## src/verilog/s2mm_config.svh

```systemverilog
// Build-time parameters of the S2MM write engine
// Bus width, address width, burst limit and FIFO depth
`ifndef S2MM_CONFIG_SVH
`define S2MM_CONFIG_SVH

// Data bus
`define S2MM_DATA_W 32
`define S2MM_DATA_BYTES (`S2MM_DATA_W / 8)
`define S2MM_OFS_W $clog2(`S2MM_DATA_BYTES)

`define S2MM_ADDR_W 32

// Largest burst is 16 beats, awlen 15
`define S2MM_MAX_BEATS 16

// Power of two
`define S2MM_FIFO_DEPTH 16

`endif

```

## src/verilog/s2mm_pkg.sv

```systemverilog
// Shared types of the S2MM write engine
// FSM state encodings and the merged response code
`default_nettype none
`include "s2mm_config.svh"

package s2mm_pkg;

	typedef enum logic [1:0] {
		PLAN_IDLE,
		PLAN_SIZE,
		PLAN_ISSUE,
		PLAN_WAIT_DONE
	} plan_state_t;

	typedef enum logic [1:0] {
		ALIGN_IDLE,
		ALIGN_FETCH,
		ALIGN_FLUSH,
		ALIGN_DRAIN
	} align_state_t;

	// Result reported on the response port
	typedef enum logic [1:0] {
		RESP_NONE   = 2'd0,
		RESP_OKAY   = 2'd1,
		RESP_SLVERR = 2'd2,
		RESP_DECERR = 2'd3
	} resp_code_t;

endpackage

`default_nettype wire

```

## src/verilog/s2mm_if.sv

```systemverilog
// Internal interfaces of the S2MM write engine
// word_stream_if between FIFO and aligner, burst_if for burst events
`timescale 1ns/1ps
`default_nettype none
`include "s2mm_config.svh"

interface word_stream_if;
	logic [`S2MM_DATA_W-1:0] data;
	logic last;
	logic valid;
	logic ready;

	modport source(output data, last, valid, input ready);
	modport sink(input data, last, valid, output ready);
endinterface

interface burst_if;
	logic start;
	logic [7:0] len;
	logic done;
	logic final_burst;

	modport planner(output start, len, final_burst, input done);
	modport counter(input start, len, output done);
	modport monitor(input start, done, final_burst);
endinterface

`default_nettype wire

```

## src/verilog/stream_fifo.sv

```systemverilog
// Synchronous FIFO for the packed input stream
// Stores the last flag beside each data word
`timescale 1ns/1ps
`default_nettype none
`include "s2mm_config.svh"

module stream_fifo (
	input  logic                    clk,
	input  logic                    rst_n,
	input  logic [`S2MM_DATA_W-1:0] in_data,
	input  logic                    in_last,
	input  logic                    in_valid,
	output logic                    in_ready,
	word_stream_if.source           out
);
	localparam int W = `S2MM_DATA_W;
	localparam int DEPTH = `S2MM_FIFO_DEPTH;
	localparam int PTR_W = $clog2(DEPTH);

	logic [W:0] mem [DEPTH];
	// Extra top bit tells a full buffer from an empty one
	logic [PTR_W:0] wr_ptr;
	logic [PTR_W:0] rd_ptr;
	logic full;
	logic push;
	logic pop;

	assign full = (wr_ptr[PTR_W] != rd_ptr[PTR_W]) &&
		(wr_ptr[PTR_W-1:0] == rd_ptr[PTR_W-1:0]);
	assign in_ready = !full;
	assign push = in_valid && !full;
	assign pop = out.valid && out.ready;

	assign out.valid = (wr_ptr != rd_ptr);
	assign out.data = mem[rd_ptr[PTR_W-1:0]][W-1:0];
	assign out.last = mem[rd_ptr[PTR_W-1:0]][W];

	always_ff @(posedge clk) begin
		if (push) begin
			mem[wr_ptr[PTR_W-1:0]] <= {in_last, in_data};
		end
	end

	always_ff @(posedge clk) begin
		if (!rst_n) begin
			wr_ptr <= '0;
			rd_ptr <= '0;
		end else begin
			if (push) begin
				wr_ptr <= wr_ptr + 1'b1;
			end
			if (pop) begin
				rd_ptr <= rd_ptr + 1'b1;
			end
		end
	end

endmodule

`default_nettype wire

```

## src/verilog/burst_planner.sv

```systemverilog
// Burst planner FSM and AW channel driver
// Splits a transfer at the burst limit and at 4 KB boundaries
`timescale 1ns/1ps
`default_nettype none
`include "s2mm_config.svh"

module burst_planner (
	input  logic                    clk,
	input  logic                    rst_n,
	input  logic                    trigger,
	input  logic [`S2MM_ADDR_W-1:0] start_addr,
	input  logic [15:0]             bytes_to_write,
	input  logic                    all_resp_done,
	output logic                    busy,
	output logic [`S2MM_ADDR_W-1:0] awaddr,
	output logic [7:0]              awlen,
	output logic                    awvalid,
	input  logic                    awready,
	burst_if.planner                burst
);
	localparam int ADDR_W = `S2MM_ADDR_W;
	localparam int BYTES = `S2MM_DATA_BYTES;
	localparam int OFS_W = `S2MM_OFS_W;
	localparam int MAX_BEATS = `S2MM_MAX_BEATS;

	s2mm_pkg::plan_state_t state;
	logic [15:0] rem_q;
	logic final_q;
	logic [16:0] beats_left;
	logic [16:0] beats_4k;
	logic [16:0] beats_pick;
	logic [16:0] burst_bytes;
	logic [ADDR_W-1:0] next_addr;

	always_comb begin
		// Bus words touched by the remaining bytes
		beats_left = (17'(awaddr[OFS_W-1:0]) + 17'(rem_q) + 17'(BYTES - 1)) >> OFS_W;
		beats_4k = 17'(4096 / BYTES) - 17'(awaddr[11:OFS_W]);
		beats_pick = 17'(MAX_BEATS);
		if (beats_left < beats_pick) begin
			beats_pick = beats_left;
		end
		if (beats_4k < beats_pick) begin
			beats_pick = beats_4k;
		end
		burst_bytes = (17'(awlen) + 17'd1) << OFS_W;
		// Next burst starts word aligned
		next_addr = (awaddr & ~ADDR_W'(BYTES - 1)) + ADDR_W'(burst_bytes);
	end

	assign burst.start = awvalid && awready;
	assign burst.len = awlen;
	assign burst.final_burst = final_q;

	always_ff @(posedge clk) begin
		if (!rst_n) begin
			state <= s2mm_pkg::PLAN_IDLE;
			busy <= 1'b0;
			awvalid <= 1'b0;
		end else begin
			case (state)
				s2mm_pkg::PLAN_IDLE: begin
					if (!busy && trigger) begin
						busy <= 1'b1;
						awaddr <= start_addr;
						rem_q <= bytes_to_write;
						if (bytes_to_write != 16'd0) begin
							state <= s2mm_pkg::PLAN_SIZE;
						end
					end else if (busy && all_resp_done) begin
						busy <= 1'b0;
					end
				end
				s2mm_pkg::PLAN_SIZE: begin
					awlen <= 8'(beats_pick - 17'd1);
					final_q <= (beats_pick == beats_left);
					state <= s2mm_pkg::PLAN_ISSUE;
				end
				s2mm_pkg::PLAN_ISSUE: begin
					if (!awvalid) begin
						awvalid <= 1'b1;
					end else if (awready) begin
						awvalid <= 1'b0;
						state <= s2mm_pkg::PLAN_WAIT_DONE;
					end
				end
				s2mm_pkg::PLAN_WAIT_DONE: begin
					if (burst.done) begin
						awaddr <= next_addr;
						rem_q <= rem_q - 16'(burst_bytes - 17'(awaddr[OFS_W-1:0]));
						state <= final_q ? s2mm_pkg::PLAN_IDLE : s2mm_pkg::PLAN_SIZE;
					end
				end
				default: begin
					state <= s2mm_pkg::PLAN_IDLE;
				end
			endcase
		end
	end

endmodule

`default_nettype wire

```

## src/verilog/beat_counter.sv

```systemverilog
// W beat counter for one burst
// Drives wlast and flags the end of the burst
`timescale 1ns/1ps
`default_nettype none
`include "s2mm_config.svh"

module beat_counter (
	input  logic     clk,
	input  logic     rst_n,
	burst_if.counter burst,
	input  logic     wvalid,
	input  logic     wready,
	output logic     wlast
);
	logic [7:0] cnt_q;
	logic open_q;
	logic w_hs;

	assign w_hs = wvalid && wready && open_q;
	assign wlast = open_q && (cnt_q == 8'd0);
	assign burst.done = w_hs && wlast;

	always_ff @(posedge clk) begin
		if (!rst_n) begin
			cnt_q <= 8'd0;
			open_q <= 1'b0;
		end else begin
			if (burst.start) begin
				cnt_q <= burst.len;
				open_q <= 1'b1;
			end else if (w_hs) begin
				if (cnt_q == 8'd0) begin
					open_q <= 1'b0;
				end else begin
					cnt_q <= cnt_q - 8'd1;
				end
			end
		end
	end

endmodule

`default_nettype wire

```

## src/verilog/write_aligner.sv

```systemverilog
// Stream realignment to the start offset
// Builds byte strobes and drives the W data register
`timescale 1ns/1ps
`default_nettype none
`include "s2mm_config.svh"

module write_aligner (
	input  logic                        clk,
	input  logic                        rst_n,
	input  logic                        trigger,
	input  logic                        busy,
	input  logic [`S2MM_ADDR_W-1:0]     start_addr,
	input  logic [15:0]                 bytes_to_write,
	word_stream_if.sink                 stream,
	burst_if.monitor                    burst,
	output logic [`S2MM_DATA_W-1:0]     wdata,
	output logic [`S2MM_DATA_BYTES-1:0] wstrb,
	output logic                        wvalid,
	input  logic                        wready
);
	localparam int W = `S2MM_DATA_W;
	localparam int BYTES = `S2MM_DATA_BYTES;
	localparam int OFS_W = `S2MM_OFS_W;

	s2mm_pkg::align_state_t state;
	logic open_q;
	logic [OFS_W-1:0] ofs_q;
	// Byte positions relative to the word-aligned start
	logic [16:0] pos_q;
	logic [16:0] end_q;
	logic [W-1:0] prev_q;
	logic can_load;
	logic take_word;
	logic take_flush;
	logic [W-1:0] cur_word;
	logic [2*W-1:0] joined;
	logic [W-1:0] shifted;
	logic [BYTES-1:0] strb;
	logic [16:0] lane_pos;

	// No new word on the beat that closes a burst
	assign can_load = open_q && !burst.done && (!wvalid || wready);
	assign stream.ready = (state == s2mm_pkg::ALIGN_FETCH) && can_load;
	assign take_word = stream.ready && stream.valid;
	assign take_flush = (state == s2mm_pkg::ALIGN_FLUSH) && can_load;

	always_comb begin
		cur_word = (state == s2mm_pkg::ALIGN_FLUSH) ? '0 : stream.data;
		joined = {cur_word, prev_q};
		// Upper lanes from the new word, lower lanes carried over
		shifted = W'(joined >> (8 * (BYTES - int'(ofs_q))));
		lane_pos = pos_q;
		for (int l = 0; l < BYTES; l++) begin
			lane_pos = pos_q + 17'(l);
			strb[l] = (lane_pos >= 17'(ofs_q)) && (lane_pos < end_q);
		end
	end

	always_ff @(posedge clk) begin
		if (!rst_n) begin
			state <= s2mm_pkg::ALIGN_IDLE;
			open_q <= 1'b0;
			wvalid <= 1'b0;
		end else begin
			if (burst.start) begin
				open_q <= 1'b1;
			end else if (burst.done) begin
				open_q <= 1'b0;
			end
			if (take_word || take_flush) begin
				wvalid <= 1'b1;
			end else if (wready) begin
				wvalid <= 1'b0;
			end
			case (state)
				s2mm_pkg::ALIGN_IDLE: begin
					if (trigger && !busy && bytes_to_write != 16'd0) begin
						state <= s2mm_pkg::ALIGN_FETCH;
					end
				end
				s2mm_pkg::ALIGN_FETCH: begin
					if (take_word && stream.last) begin
						// Carried bytes left over need one more word
						if (pos_q + 17'(BYTES) < end_q) begin
							state <= s2mm_pkg::ALIGN_FLUSH;
						end else begin
							state <= s2mm_pkg::ALIGN_DRAIN;
						end
					end
				end
				s2mm_pkg::ALIGN_FLUSH: begin
					if (take_flush) begin
						state <= s2mm_pkg::ALIGN_DRAIN;
					end
				end
				s2mm_pkg::ALIGN_DRAIN: begin
					if (burst.done && burst.final_burst) begin
						state <= s2mm_pkg::ALIGN_IDLE;
					end
				end
				default: begin
					state <= s2mm_pkg::ALIGN_IDLE;
				end
			endcase
		end
	end

	always_ff @(posedge clk) begin
		if (state == s2mm_pkg::ALIGN_IDLE && trigger && !busy) begin
			ofs_q <= start_addr[OFS_W-1:0];
			end_q <= 17'(start_addr[OFS_W-1:0]) + 17'(bytes_to_write);
			pos_q <= 17'd0;
			prev_q <= '0;
		end
		if (take_word || take_flush) begin
			wdata <= shifted;
			wstrb <= strb;
			pos_q <= pos_q + 17'(BYTES);
		end
		if (take_word) begin
			prev_q <= stream.data;
		end
	end

endmodule

`default_nettype wire

```

## src/verilog/resp_collector.sv

```systemverilog
// B channel handling
// Tracks outstanding responses and merges bresp into one result
`timescale 1ns/1ps
`default_nettype none
`include "s2mm_config.svh"

module resp_collector (
	input  logic                 clk,
	input  logic                 rst_n,
	input  logic                 trigger,
	input  logic                 busy,
	burst_if.monitor             burst,
	input  logic [1:0]           bresp,
	input  logic                 bvalid,
	output logic                 bready,
	output s2mm_pkg::resp_code_t response,
	output logic                 all_resp_done
);
	logic [15:0] issued_q;
	logic [15:0] recvd_q;
	logic b_hs;

	assign bready = (issued_q != recvd_q);
	assign b_hs = bvalid && bready;
	// Counts the response accepted in this cycle as well
	assign all_resp_done = (recvd_q + 16'(b_hs)) == issued_q;

	always_ff @(posedge clk) begin
		if (!rst_n) begin
			issued_q <= 16'd0;
			recvd_q <= 16'd0;
			response <= s2mm_pkg::RESP_NONE;
		end else if (trigger && !busy) begin
			issued_q <= 16'd0;
			recvd_q <= 16'd0;
			response <= s2mm_pkg::RESP_NONE;
		end else begin
			if (burst.start) begin
				issued_q <= issued_q + 16'd1;
			end
			if (b_hs) begin
				recvd_q <= recvd_q + 16'd1;
				// First error sticks
				if (response == s2mm_pkg::RESP_NONE || response == s2mm_pkg::RESP_OKAY) begin
					case (bresp)
						2'b00, 2'b01: response <= s2mm_pkg::RESP_OKAY;
						2'b10: response <= s2mm_pkg::RESP_SLVERR;
						default: response <= s2mm_pkg::RESP_DECERR;
					endcase
				end
			end
		end
	end

endmodule

`default_nettype wire

```

## src/verilog/s2mm_top.sv

```systemverilog
// Top level of the S2MM write engine
// AXI4 write master fed from a packed byte stream
`timescale 1ns/1ps
`default_nettype none
`include "s2mm_config.svh"

module s2mm_top (
	input  logic                        clk,
	input  logic                        rst_n,
	input  logic                        trigger,
	input  logic [`S2MM_ADDR_W-1:0]     start_addr,
	input  logic [15:0]                 bytes_to_write,
	output logic                        busy,
	output logic [1:0]                  response,

	output logic [`S2MM_ADDR_W-1:0]     m_axi_awaddr,
	output logic [7:0]                  m_axi_awlen,
	output logic [2:0]                  m_axi_awsize,
	output logic                        m_axi_awvalid,
	input  logic                        m_axi_awready,

	output logic [`S2MM_DATA_W-1:0]     m_axi_wdata,
	output logic [`S2MM_DATA_BYTES-1:0] m_axi_wstrb,
	output logic                        m_axi_wlast,
	output logic                        m_axi_wvalid,
	input  logic                        m_axi_wready,

	input  logic [1:0]                  m_axi_bresp,
	input  logic                        m_axi_bvalid,
	output logic                        m_axi_bready,

	input  logic [`S2MM_DATA_W-1:0]     s_axis_tdata,
	input  logic                        s_axis_tlast,
	input  logic                        s_axis_tvalid,
	output logic                        s_axis_tready
);
	logic all_resp_done;

	word_stream_if fifo_out ();
	burst_if burst ();

	// Every beat uses the full bus width
	assign m_axi_awsize = 3'(`S2MM_OFS_W);

	stream_fifo stream_fifo_i (
		.clk     (clk),
		.rst_n   (rst_n),
		.in_data (s_axis_tdata),
		.in_last (s_axis_tlast),
		.in_valid(s_axis_tvalid),
		.in_ready(s_axis_tready),
		.out     (fifo_out.source)
	);

	burst_planner burst_planner_i (
		.clk           (clk),
		.rst_n         (rst_n),
		.trigger       (trigger),
		.start_addr    (start_addr),
		.bytes_to_write(bytes_to_write),
		.all_resp_done (all_resp_done),
		.busy          (busy),
		.awaddr        (m_axi_awaddr),
		.awlen         (m_axi_awlen),
		.awvalid       (m_axi_awvalid),
		.awready       (m_axi_awready),
		.burst         (burst.planner)
	);

	beat_counter beat_counter_i (
		.clk   (clk),
		.rst_n (rst_n),
		.burst (burst.counter),
		.wvalid(m_axi_wvalid),
		.wready(m_axi_wready),
		.wlast (m_axi_wlast)
	);

	write_aligner write_aligner_i (
		.clk           (clk),
		.rst_n         (rst_n),
		.trigger       (trigger),
		.busy          (busy),
		.start_addr    (start_addr),
		.bytes_to_write(bytes_to_write),
		.stream        (fifo_out.sink),
		.burst         (burst.monitor),
		.wdata         (m_axi_wdata),
		.wstrb         (m_axi_wstrb),
		.wvalid        (m_axi_wvalid),
		.wready        (m_axi_wready)
	);

	resp_collector resp_collector_i (
		.clk          (clk),
		.rst_n        (rst_n),
		.trigger      (trigger),
		.busy         (busy),
		.burst        (burst.monitor),
		.bresp        (m_axi_bresp),
		.bvalid       (m_axi_bvalid),
		.bready       (m_axi_bready),
		.response     (response),
		.all_resp_done(all_resp_done)
	);

endmodule

`default_nettype wire

```

## config.mk

```make
export PLATFORM = sky130hd
export DESIGN_NAME = s2mm_top
export DESIGN_NICKNAME = d
export VERILOG_FILES = /design/src/verilog/s2mm_pkg.sv /design/src/verilog/s2mm_if.sv /design/src/verilog/stream_fifo.sv /design/src/verilog/burst_planner.sv /design/src/verilog/beat_counter.sv /design/src/verilog/write_aligner.sv /design/src/verilog/resp_collector.sv /design/src/verilog/s2mm_top.sv
export VERILOG_INCLUDE_DIRS = /design/src /design/src/verilog
export SDC_FILE = /design/constraint.sdc
export NUM_CORES = 1
export LEC_CHECK = 0
export BUFFER_PORTS_ARGS = -buffer_cell sky130_fd_sc_hd__buf_2
export CAP_MARGIN = 10
export CORE_UTILIZATION = 40
export CTS_CLUSTER_SIZE = 24
export DETAILED_ROUTE_END_ITERATION = 8
export PLACE_DENSITY_LB_ADDON = 0.15
export SLEW_MARGIN = 20
export SYNTH_ARGS = -nofsm -noshare
export SYNTH_HDL_FRONTEND = slang
export SYNTH_HIERARCHICAL = 1
export SYNTH_SLANG_ARGS = --single-unit
```

## constraint.sdc

```tcl
create_clock -name clk -period 12.8 [get_ports clk]
set_input_delay 3.2 -clock clk [delete_from_list [all_inputs] [get_ports clk]]
set_output_delay 3.2 -clock clk [all_outputs]
set_load 0.02 [all_outputs]
```

* After elaboration in Yosys (flattened, before gate mapping)
Memory sizes are Yosys's and may differ from the RTL's. A register that Yosys moved wholly into a read port is not among the register bits. Cells that the tools add are included.
Storage, ports and cells: logic and storage cells 182, memories kept 1, bits in registers 222, RAM bits 528, output and inout port bits 87, input port bits 90
Operators by class: multiplexer cells 45, eq/ne operators 25, bitwise gates (word level) 1, shift operators 1, reduce and logical (&&, ||, !) cells 55, add/sub/neg operators 20, order comparisons 11
Memories:
- stream_fifo_i.mem | words 16, bits a word 33, rd ports 1, clocked after memory_dff 1, wr ports 1, line stream_fifo.sv:20 | logic [W:0] mem [DEPTH];
Operator list (count):
- two-way mux 32 bit | 5
- < comparator 17 bit | 6
- >= comparator 17 x 2 -> 1 bit | 4
- case mux 32 bit (2 select lines) | 1
- right shift 64 x 32 -> 32 bit | 1
- adder 17 x 2 -> 17 bit, second input constant | 3
- two-way mux 17 bit | 3
- adder 2 x 16 -> 17 bit | 2
- adder 16 x 1 -> 16 bit, second input constant | 2
- adder 32 x 17 -> 32 bit | 1
- two-way mux 16 bit | 2
- case mux 16 bit (2 select lines) | 1
- logical AND 1 bit | 24
- two-way mux 8 bit | 3
- two-way mux 2 bit | 9
- adder 17 x 1 -> 17 bit, second input constant | 1
- adder 17 x 3 -> 17 bit, second input constant | 1
- == test 17 x 15 -> 1 bit | 1
- adder 16 x 1 -> 16 bit | 1
- == test 16 bit | 1
- != test 16 bit | 1
- != test 2 x 1 -> 1 bit, second input constant | 8
- case mux 2 bit (4 select lines) | 2
- nonzero test 16 bit | 1
- other kinds (28) | 74

* Logic depth before layout (Yosys ltp)
Gate-level depths: netlist of the first run.
depth after elaboration 11, depth in mapped cells 26, depth with buffers taken out 25

* Modules after synthesis
Netlist of the first run, hierarchy kept.
Modules (own cells, without submodules):
- stream_fifo | cells an instance 838, instances 1, sequential area each 16135.5 um^2, area an instance 20684.8 um^2
- write_aligner | cells an instance 599, instances 1, sequential area each 3143.0 um^2, area an instance 6507.5 um^2
- burst_planner | cells an instance 591, instances 1, sequential area each 1791.7 um^2, area an instance 5580.4 um^2
- resp_collector | cells an instance 269, instances 1, sequential area each 680.7 um^2, area an instance 2168.3 um^2
- beat_counter | cells an instance 66, instances 1, sequential area each 180.2 um^2, area an instance 548.0 um^2
- s2mm_top | cells an instance 5, instances 1, sequential area each 0.0 um^2, area an instance 30.0 um^2

* Least setup slack after synthesis of the first run
OpenSTA, ideal clock, no wires.
path kind input-to-reg, from input m_axi_wready, to register burst_planner_i.awaddr[0], enable pin, path buffers 0, slack 6.667 ns, cell stages on the path 4, library setup time 0.454 ns, arrival time 5.680 ns, required time 12.346 ns, path through nand3_1 nor3_1 o21ai_0 nor2_1
Between the ends: longest elaborated chain between the ends 5
Ends and longest elaborated chain:
- from (decl) | line s2mm_top.sv:26 | input logic m_axi_wready,
- logical AND 1 bit (2 in series) | line beat_counter.sv:19 | assign w_hs = wvalid && wready && open_q;
- logical AND 1 bit | line beat_counter.sv:21 | assign burst.done = w_hs && wlast;
- named net burst.done | line s2mm_if.sv:20 | logic done;
- != test 2 x 1 -> 1 bit (no source line)
- AND reduction 4 bit (no source line)
- to (signal assigned) | line burst_planner.sv:65 | awaddr <= start_addr;
- to (signal assigned) | line burst_planner.sv:89 | awaddr <= next_addr;
- to (decl) | line burst_planner.sv:15 | output logic [`S2MM_ADDR_W-1:0] awaddr,
The timed path passes the listed nets, and every way through them passes these cells. A chain may end at the register's enable or synchronous reset.

* Final worst setup path of the first run
from register burst_planner_i.rem_q[1], to register burst_planner_i.awlen[6], data pin
Between the ends: longest elaborated chain between the ends 7
Ends and longest elaborated chain:
- from (decl) | line burst_planner.sv:27 | logic [15:0] rem_q;
- from (signal assigned) | line burst_planner.sv:66 | rem_q <= bytes_to_write;
- from (signal assigned) | line burst_planner.sv:90 | rem_q <= rem_q - 16'(burst_bytes - 17'(awaddr[OFS_W-1:0]));
- adder 2 x 16 -> 17 bit (*) | line burst_planner.sv:37 | beats_left = (17'(awaddr[OFS_W-1:0]) + 17'(rem_q) + 17'(BYTES - 1)) >> OFS_W;
- adder 17 x 2 -> 17 bit (*) | line burst_planner.sv:37
- < comparator 15 x 5 -> 1 bit | line burst_planner.sv:40 | if (beats_left < beats_pick) begin
- two-way mux 15 bit (*) | line burst_planner.sv:40
- < comparator 17 bit | line burst_planner.sv:43 | if (beats_4k < beats_pick) begin
- two-way mux 17 bit (*) | line burst_planner.sv:43
- subtractor 8 x 1 -> 8 bit (*) | line burst_planner.sv:75 | awlen <= 8'(beats_pick - 17'd1);
- to (signal assigned) | line burst_planner.sv:75
- to (decl) | line burst_planner.sv:16 | output logic [7:0] awlen,
Every way passes the cells marked *; elsewhere a longest branch is shown, timed or not.

==> flow_metrics.env, run 1 <==
export IMPL_outcome="finished clean"
export IMPL_regArea_um2=21900
export IMPL_synth_area_leader_cell="edfxtp_1"
export IMPL_rsz0062_at_grt="false"
export IMPL_syn_area_um2=35500
export IMPL_path_class="flip-flop to flip-flop"
export IMPL_clock_sinks=752
export IMPL_avgSynthCellArea_um2=15.0
export IMPL_yosysWarnings=6
export IMPL_seqPwrFrac_pct=43.4
export IMPL_final_cells=3786
export IMPL_ctsResizeCount=0
export IMPL_setup_viol_count_final=0
export IMPL_start_util_pct=40.7
export IMPL_route_detailed_drc=0
export IMPL_finClkSkew_ns=0.0640
export IMPL_wl_met1_mm=38.7
export IMPL_die_area_um2=90000
export IMPL_switchingPower_w=0.00204
export IMPL_grt_pass1_wl_mm=135
export IMPL_yosysMostFrequentCell="edfxtp_1"
export IMPL_routabilityCongestion=0.884
export IMPL_antenna_found_initial=12
export IMPL_finalHoldViolCount=0
export IMPL_synth_area_leaders="edfxtp_1 58%, mux4_2 10%, dfxtp_1 3.7%"
export IMPL_synth_seq_cells=752
export IMPL_dp_hpwl_mm=56.6
export IMPL_min_period_over_period_pct=44.5
export IMPL_grt_usage_pct=19.8
export IMPL_worstPathRequired_ns=13.18
export IMPL_wl_met3_mm=4.35
export IMPL_grt_max_degree=71
export IMPL_synth_top_area_share_pct=58.1
export IMPL_num_io_pins=177
export IMPL_combPwrFrac_pct=19.8
export IMPL_pre_cts_slack_ns=6.97
export IMPL_timing_fmax_mhz=176
export IMPL_p_int_w=0.00497
export IMPL_drt_first_iter_violations=1572
export IMPL_overflow=0
export IMPL_area_growth_pct=14.3
export IMPL_top_layer="met5"
export IMPL_clock_latency_ns=0.68
export IMPL_port_buffers=173
export IMPL_die_x_um=300
export IMPL_power_density_nw_per_um2=173
export IMPL_crit_path_start_kind="flip-flop"
export IMPL_dpl_cell_count=3621
export IMPL_drv_slew=0
export IMPL_cts_hold_buf=0
export IMPL_worst_slew_pin_slew_ns=0.946
export IMPL_power_leakage_nw=13.8
export IMPL_drt_wirelength_per_cell_um=23.7
export IMPL_r2r_cells=24
export IMPL_num_nets_final=2746
export IMPL_clk_pin_slew_ns=0.06
export IMPL_ant_nets=0
export IMPL_synth_common_cells="687 x edfxtp_1, 165 x mux4_2, 123 x nor2_1"
export IMPL_fin_setup_tns_ns=0
export IMPL_cp_max_fo=12
export IMPL_max_cap_violations=0
export IMPL_yosysSeqAreaShare_pct=61.7
export IMPL_postCtsSetupRepairBufs=0
export IMPL_vdd_ir_drop_max_v=0.000122
export IMPL_endpoint_kind="flip-flop"
export IMPL_clkPwrFrac_pct=36.8
export IMPL_synth_edf_count=687
export IMPL_first_pass_iters=6
export IMPL_cts_max_path_buffers=3
export IMPL_totalPowerFinal_w=0.00701
export IMPL_syn_inst=2368
export IMPL_whs_path_depth=1
export IMPL_num_rows=108
export IMPL_ys_flop_type="edfxtp_1"
export IMPL_min_period_ns=5.70
export IMPL_grt_pass1_vias=21475
export IMPL_wl_met2_mm=44.9
export IMPL_fill_cells=7682
export IMPL_post_route_util_pct=46.5
export IMPL_cts_tree="built"
export IMPL_root_buffer="clkbuf_16"
export IMPL_synthArstFlopShare_pct=0
export IMPL_vias=21412
export IMPL_synth_cell_type_count=105
export IMPL_die_h_um=300
export IMPL_via_per_inst=5.66
export IMPL_drive_gt1_share_pct=23.3
export IMPL_core_area_um2=87300
export IMPL_cts_made_buffers=87
export IMPL_slew_limit_headroom_pct=36.9
export IMPL_critPathArrivalTime_ns=6.08
export IMPL_cts_max_level=3
export IMPL_multiInputGateArea_um2=12700
export IMPL_swShare_pct=29.2
export IMPL_fin_ws_ns=7.10
export IMPL_wl_mm=89.6
export IMPL_hp_class="flip-flop to flip-flop"
-- power by group through the flow --
stage	Combinational (W)	Clock [W]	Sequential, W
after floorplan	0.000966	0	0.00308
after global placement	0.00135	0	0.00308
after detailed placement	0.00138	0	0.00309
after CTS	0.00139	0.00264	0.00304
after global routing	0.00153	0.00273	0.00306
final	0.00139	0.00258	0.00304
-- stage by stage --
| step | hold slack, ns | cell area, um2 |
|---|---|---|
| 6_report | 0.492 | 40600 |
| 3_3_place_gp | 0.461 | 37500 |
| 4_1_cts | 0.485 | 40600 |
| 2_1_floorplan | 0.460 | 35500 |
| 3_5_place_dp | 0.475 | 37500 |
| 5_1_grt | 0.513 | 40600 |
-- layer usage --
layer  track usage (%)  vias to the layer above
met5                 0                        -
met4              4.31                       10
met3              2.75                      124
met2              34.0                      574
met1              26.8                    11036
li1                  -                     9668
-- sequential cells by signal (all words and copies together) (netlist names), 4 cells and up, named ones only --
name,cells
stream_fifo_i/mem,528
burst_planner_i/awaddr,32
write_aligner_i/prev_q,32
write_aligner_i/wdata,32
write_aligner_i/end_q,17
burst_planner_i/rem_q,16
resp_collector_i/issued_q,16
resp_collector_i/recvd_q,16
write_aligner_i/pos_q,15
beat_counter_i/cnt_q,8
burst_planner_i/awlen,8
stream_fifo_i/rd_ptr,5
stream_fifo_i/wr_ptr,5
write_aligner_i/wstrb,4
-- layout by cell type (no fill, tap or decap), types with 24 or more instances in the layout --
cell	n
ha_1	95
buf_2	173
nor2_1	122
nand3_1	60
buf_4	35
mux2_2	29
xnor2_1	81
xor2_1	74
edfxtp_1	687
and3_1	51
clkbuf_16	87
nand4_1	30
mux2i_1	50
inv_1	76
nor2b_1	24
a21oi_1	94
nor3_1	37
o21ai_0	56
mux4_2	165
a211oi_1	25
dfxtp_1	61
nand2_1	110
-- path summary, 6_finish.rpt --
| kind | from | endpoint | slack (ns) |
|---|---|---|---|
| hold / removal | burst_planner_i/awvalid$_SDFFE_PN0N_ | burst_planner_i/awvalid$_SDFFE_PN0N_ | 0.49 |
| hold reg to reg | burst_planner_i/awvalid$_SDFFE_PN0N_ | burst_planner_i/awvalid$_SDFFE_PN0N_ | 0.49 |
| setup reg to reg | burst_planner_i/rem_q[1]$_DFFE_PP_ | burst_planner_i/awlen[6]$_DFFE_PP_ | 7.10 |
| setup / recovery | burst_planner_i/rem_q[1]$_DFFE_PP_ | burst_planner_i/awlen[6]$_DFFE_PP_ | 7.10 |
-- layout make-up --
cell class              instances  area share, %
diodes                          2         0.0123
clock buffers                 103           5.56
clock inverters                60           1.91
inverters                      79          0.731
multi-input cells            1427           31.4
flip-flops and latches        752           54.1
well taps                    1155           3.56
repair buffers                208           2.78
-- critical path: stages, from the launching register on --
cell and delay [ns]:
edfxtp_1 0.40, inv_1 0.06, ha_1 0.32, nor2_1 0.15
fa_1 0.31, nand2_2 0.14, nor4_1 0.34, xnor2_1 0.25
o2111a_4 0.33, nand3_2 0.16, nor2_1 0.23, inv_1 0.06
ha_1 0.29, a21oi_1 0.15, o211ai_1 0.11, a21oi_1 0.39
o311a_4 0.30, nand3_2 0.09, nand2_2 0.25, nor2_1 0.08
a21oi_1 0.13, ha_1 0.26, nor3b_1 0.25, xor2_1 0.09
mux2_1 0.31
-- logic make-up after synthesis --
logic type | after synthesis | share of synthesized area, %
compound gates | 336 | 6.53
xor+xnor | 155 | 3.82
fa+ha+maj | 101 | 3.64
buf+inv | 195 | 2.65
flops | 752 | 61.7
mux | 245 | 12.8
other cells | 3 | 0.0317
simple gates | 581 | 8.75
Note: power is estimated with default switching activity, not from simulation.
==> run 2, diff against run 1 <==
Clock period 12.8 ns to 5.2 ns, I/O delays scaled along.
==> flow_metrics.env, run 2 (same netlist as run 1, synthesis figures left out) <==
export IMPL_drt_first_iter_violations=1521
export IMPL_met3_usage_pct=2.82
export IMPL_grt_pass1_vias=21993
export IMPL_slew_limit_headroom_pct=29.6
export IMPL_num_io_pins=177
export IMPL_vdd_ir_drop_max_v=0.000272
export IMPL_drt_wirelength_per_cell_um=24.4
export IMPL_routabilityCongestion=0.871
export IMPL_rsz0062_at_grt="false"
export IMPL_ant_nets=0
export IMPL_final_common_cell="edfxtp_1"
export IMPL_clock_latency_ns=0.66
export IMPL_min_period_ns=4.97
export IMPL_timing_fmax_mhz=201
export IMPL_num_nets_final=2783
export IMPL_drive_gt1_share_pct=24.8
export IMPL_clock_sinks=752
export IMPL_worstPathRequired_ns=5.59
export IMPL_drv_slew=0
export IMPL_port_buffers=173
export IMPL_final_cells=3817
export IMPL_grt_usage_pct=20.7
export IMPL_wl_mm=93.0
export IMPL_cts_hold_buf=0
export IMPL_layout_common_cells="687 x edfxtp_1, 173 x buf_2, 165 x mux4_2"
export IMPL_grt_pass1_wl_mm=139
export IMPL_area_growth_pct=15.1
export IMPL_cts_max_level=3
export IMPL_vias=21528
export IMPL_min_period_over_period_pct=95.5
export IMPL_endpoint_kind="flip-flop"
export IMPL_hp_class="flip-flop to flip-flop"
export IMPL_outcome="finished clean"
export IMPL_power_density_nw_per_um2=412
export IMPL_root_buffer="clkbuf_16"
export IMPL_critPathArrivalTime_ns=5.35
export IMPL_dpl_cell_count=3654
export IMPL_fin_setup_tns_ns=0
export IMPL_cts_max_path_buffers=3
export IMPL_cp_max_fo=5
export IMPL_worst_slew_pin_slew_ns=1.05
export IMPL_grt_use_met2_pct=35.1
export IMPL_antenna_found_initial=11
export IMPL_path_class="flip-flop to flip-flop"
export IMPL_core_area_um2=87300
export IMPL_die_x_um=300
export IMPL_num_rows=108
export IMPL_cts_tree="built"
export IMPL_cts_made_buffers=83
export IMPL_start_util_pct=40.7
export IMPL_first_pass_iters=7
export IMPL_via_per_inst=5.64
export IMPL_overflow=0
export IMPL_met1_usage_pct=27.9
export IMPL_setup_viol_count_final=0
export IMPL_pre_cts_slack_ns=0.0388
export IMPL_fin_ws_ns=0.233
export IMPL_grt_max_degree=64
export IMPL_power_leakage_nw=13.9
export IMPL_dp_hpwl_mm=60.8
export IMPL_die_area_um2=90000
export IMPL_max_cap_violations=0
export IMPL_crit_path_start_kind="flip-flop"
export IMPL_finalHoldViolCount=0
export IMPL_route_detailed_drc=0
export IMPL_finClkSkew_ns=0.0456
export IMPL_grt_busiest_layer="met2"
export IMPL_clk_pin_slew_ns=0.06
export IMPL_die_h_um=300
export IMPL_largest_register_ffs=528
-- run 2: final timing paths --
check                                                          startpoint                                         to  slack [ns]  cells after the start
worst max-delay path              burst_planner_i/awaddr[0]$_SDFFCE_PP0P_         burst_planner_i/awlen[6]$_DFFE_PP_        0.23                     20
worst min-delay path            resp_collector_i/response[0]$_SDFFE_PP0P_  resp_collector_i/response[0]$_SDFFE_PP0P_        0.49                      2
worst max register to register    burst_planner_i/awaddr[0]$_SDFFCE_PP0P_         burst_planner_i/awlen[6]$_DFFE_PP_        0.23                     20
worst min register to register  resp_collector_i/response[0]$_SDFFE_PP0P_  resp_collector_i/response[0]$_SDFFE_PP0P_        0.49                      2
-- run 2: worst max-delay path, stage by stage, from the launching register on --
cell,delay [ns]
edfxtp_1,0.42
inv_1,0.11
ha_2,0.23
nor2_1,0.06
fa_1,0.40
buf_4,0.17
a31oi_1,0.16
a21oi_1,0.08
o32ai_2,0.40
nand3_4,0.15
inv_2,0.13
nand2_1,0.08
ha_1,0.32
nand3_2,0.11
o41ai_2,0.66
nor2_1,0.10
a31oi_1,0.26
ha_2,0.27
nor3b_4,0.20
xor2_1,0.08
mux2_1,0.32
-- run 2: power by group --
| part | switching [W] | leakage (nW) | internal [W] |
|---|---|---|---|
| registers | 0.000348 | 6.79 | 0.00713 |
| logic | 0.00217 | 5.81 | 0.00138 |
| clock network | 0.00254 | 1.32 | 0.00330 |
| total | 0.00505 | 13.9 | 0.0118 |
-- run 2: area by class of cell --
| cell class | count | area, um2 |
|---|---|---|
| diodes | 2 | 5.00 |
| multi-input cells | 1427 | 12800 |
| well taps | 1155 | 1450 |
| clock buffers | 104 | 2270 |
| clock inverters | 49 | 475 |
| inverters | 79 | 297 |
| fillers | 7732 | 46400 |
| repair buffers | 249 | 1610 |
| flip-flops and latches | 752 | 21900 |
-- run 2: layer usage --
metal  wire length, um  vias up
li1                  -     9726
met1             40300    11038
met2             46000      600
met3              4550      156
met4              2130        8
met5                46        -
-- run 2: metrics by stage --
step	total power, W	utilization (%)	area, um2	hold slack [ns]
floorplan	0.00996	-	35500	0.460
finish	0.0169	46.8	40900	0.489
CTS	0.0169	46.6	40700	0.488
global placement	0.0110	43.5	38000	0.460
global route	0.0176	46.8	40900	0.538
detailed placement	0.0111	43.5	38000	0.479
-- run 2: repair_timing --
item | CTS | global route
endpoints found under the hold margin | 0 | 0
setup endpoints to repair | 1 | 2
setup buffers | 0 | 8
pin swaps | 0 | 9
resized for setup | 1 | 18
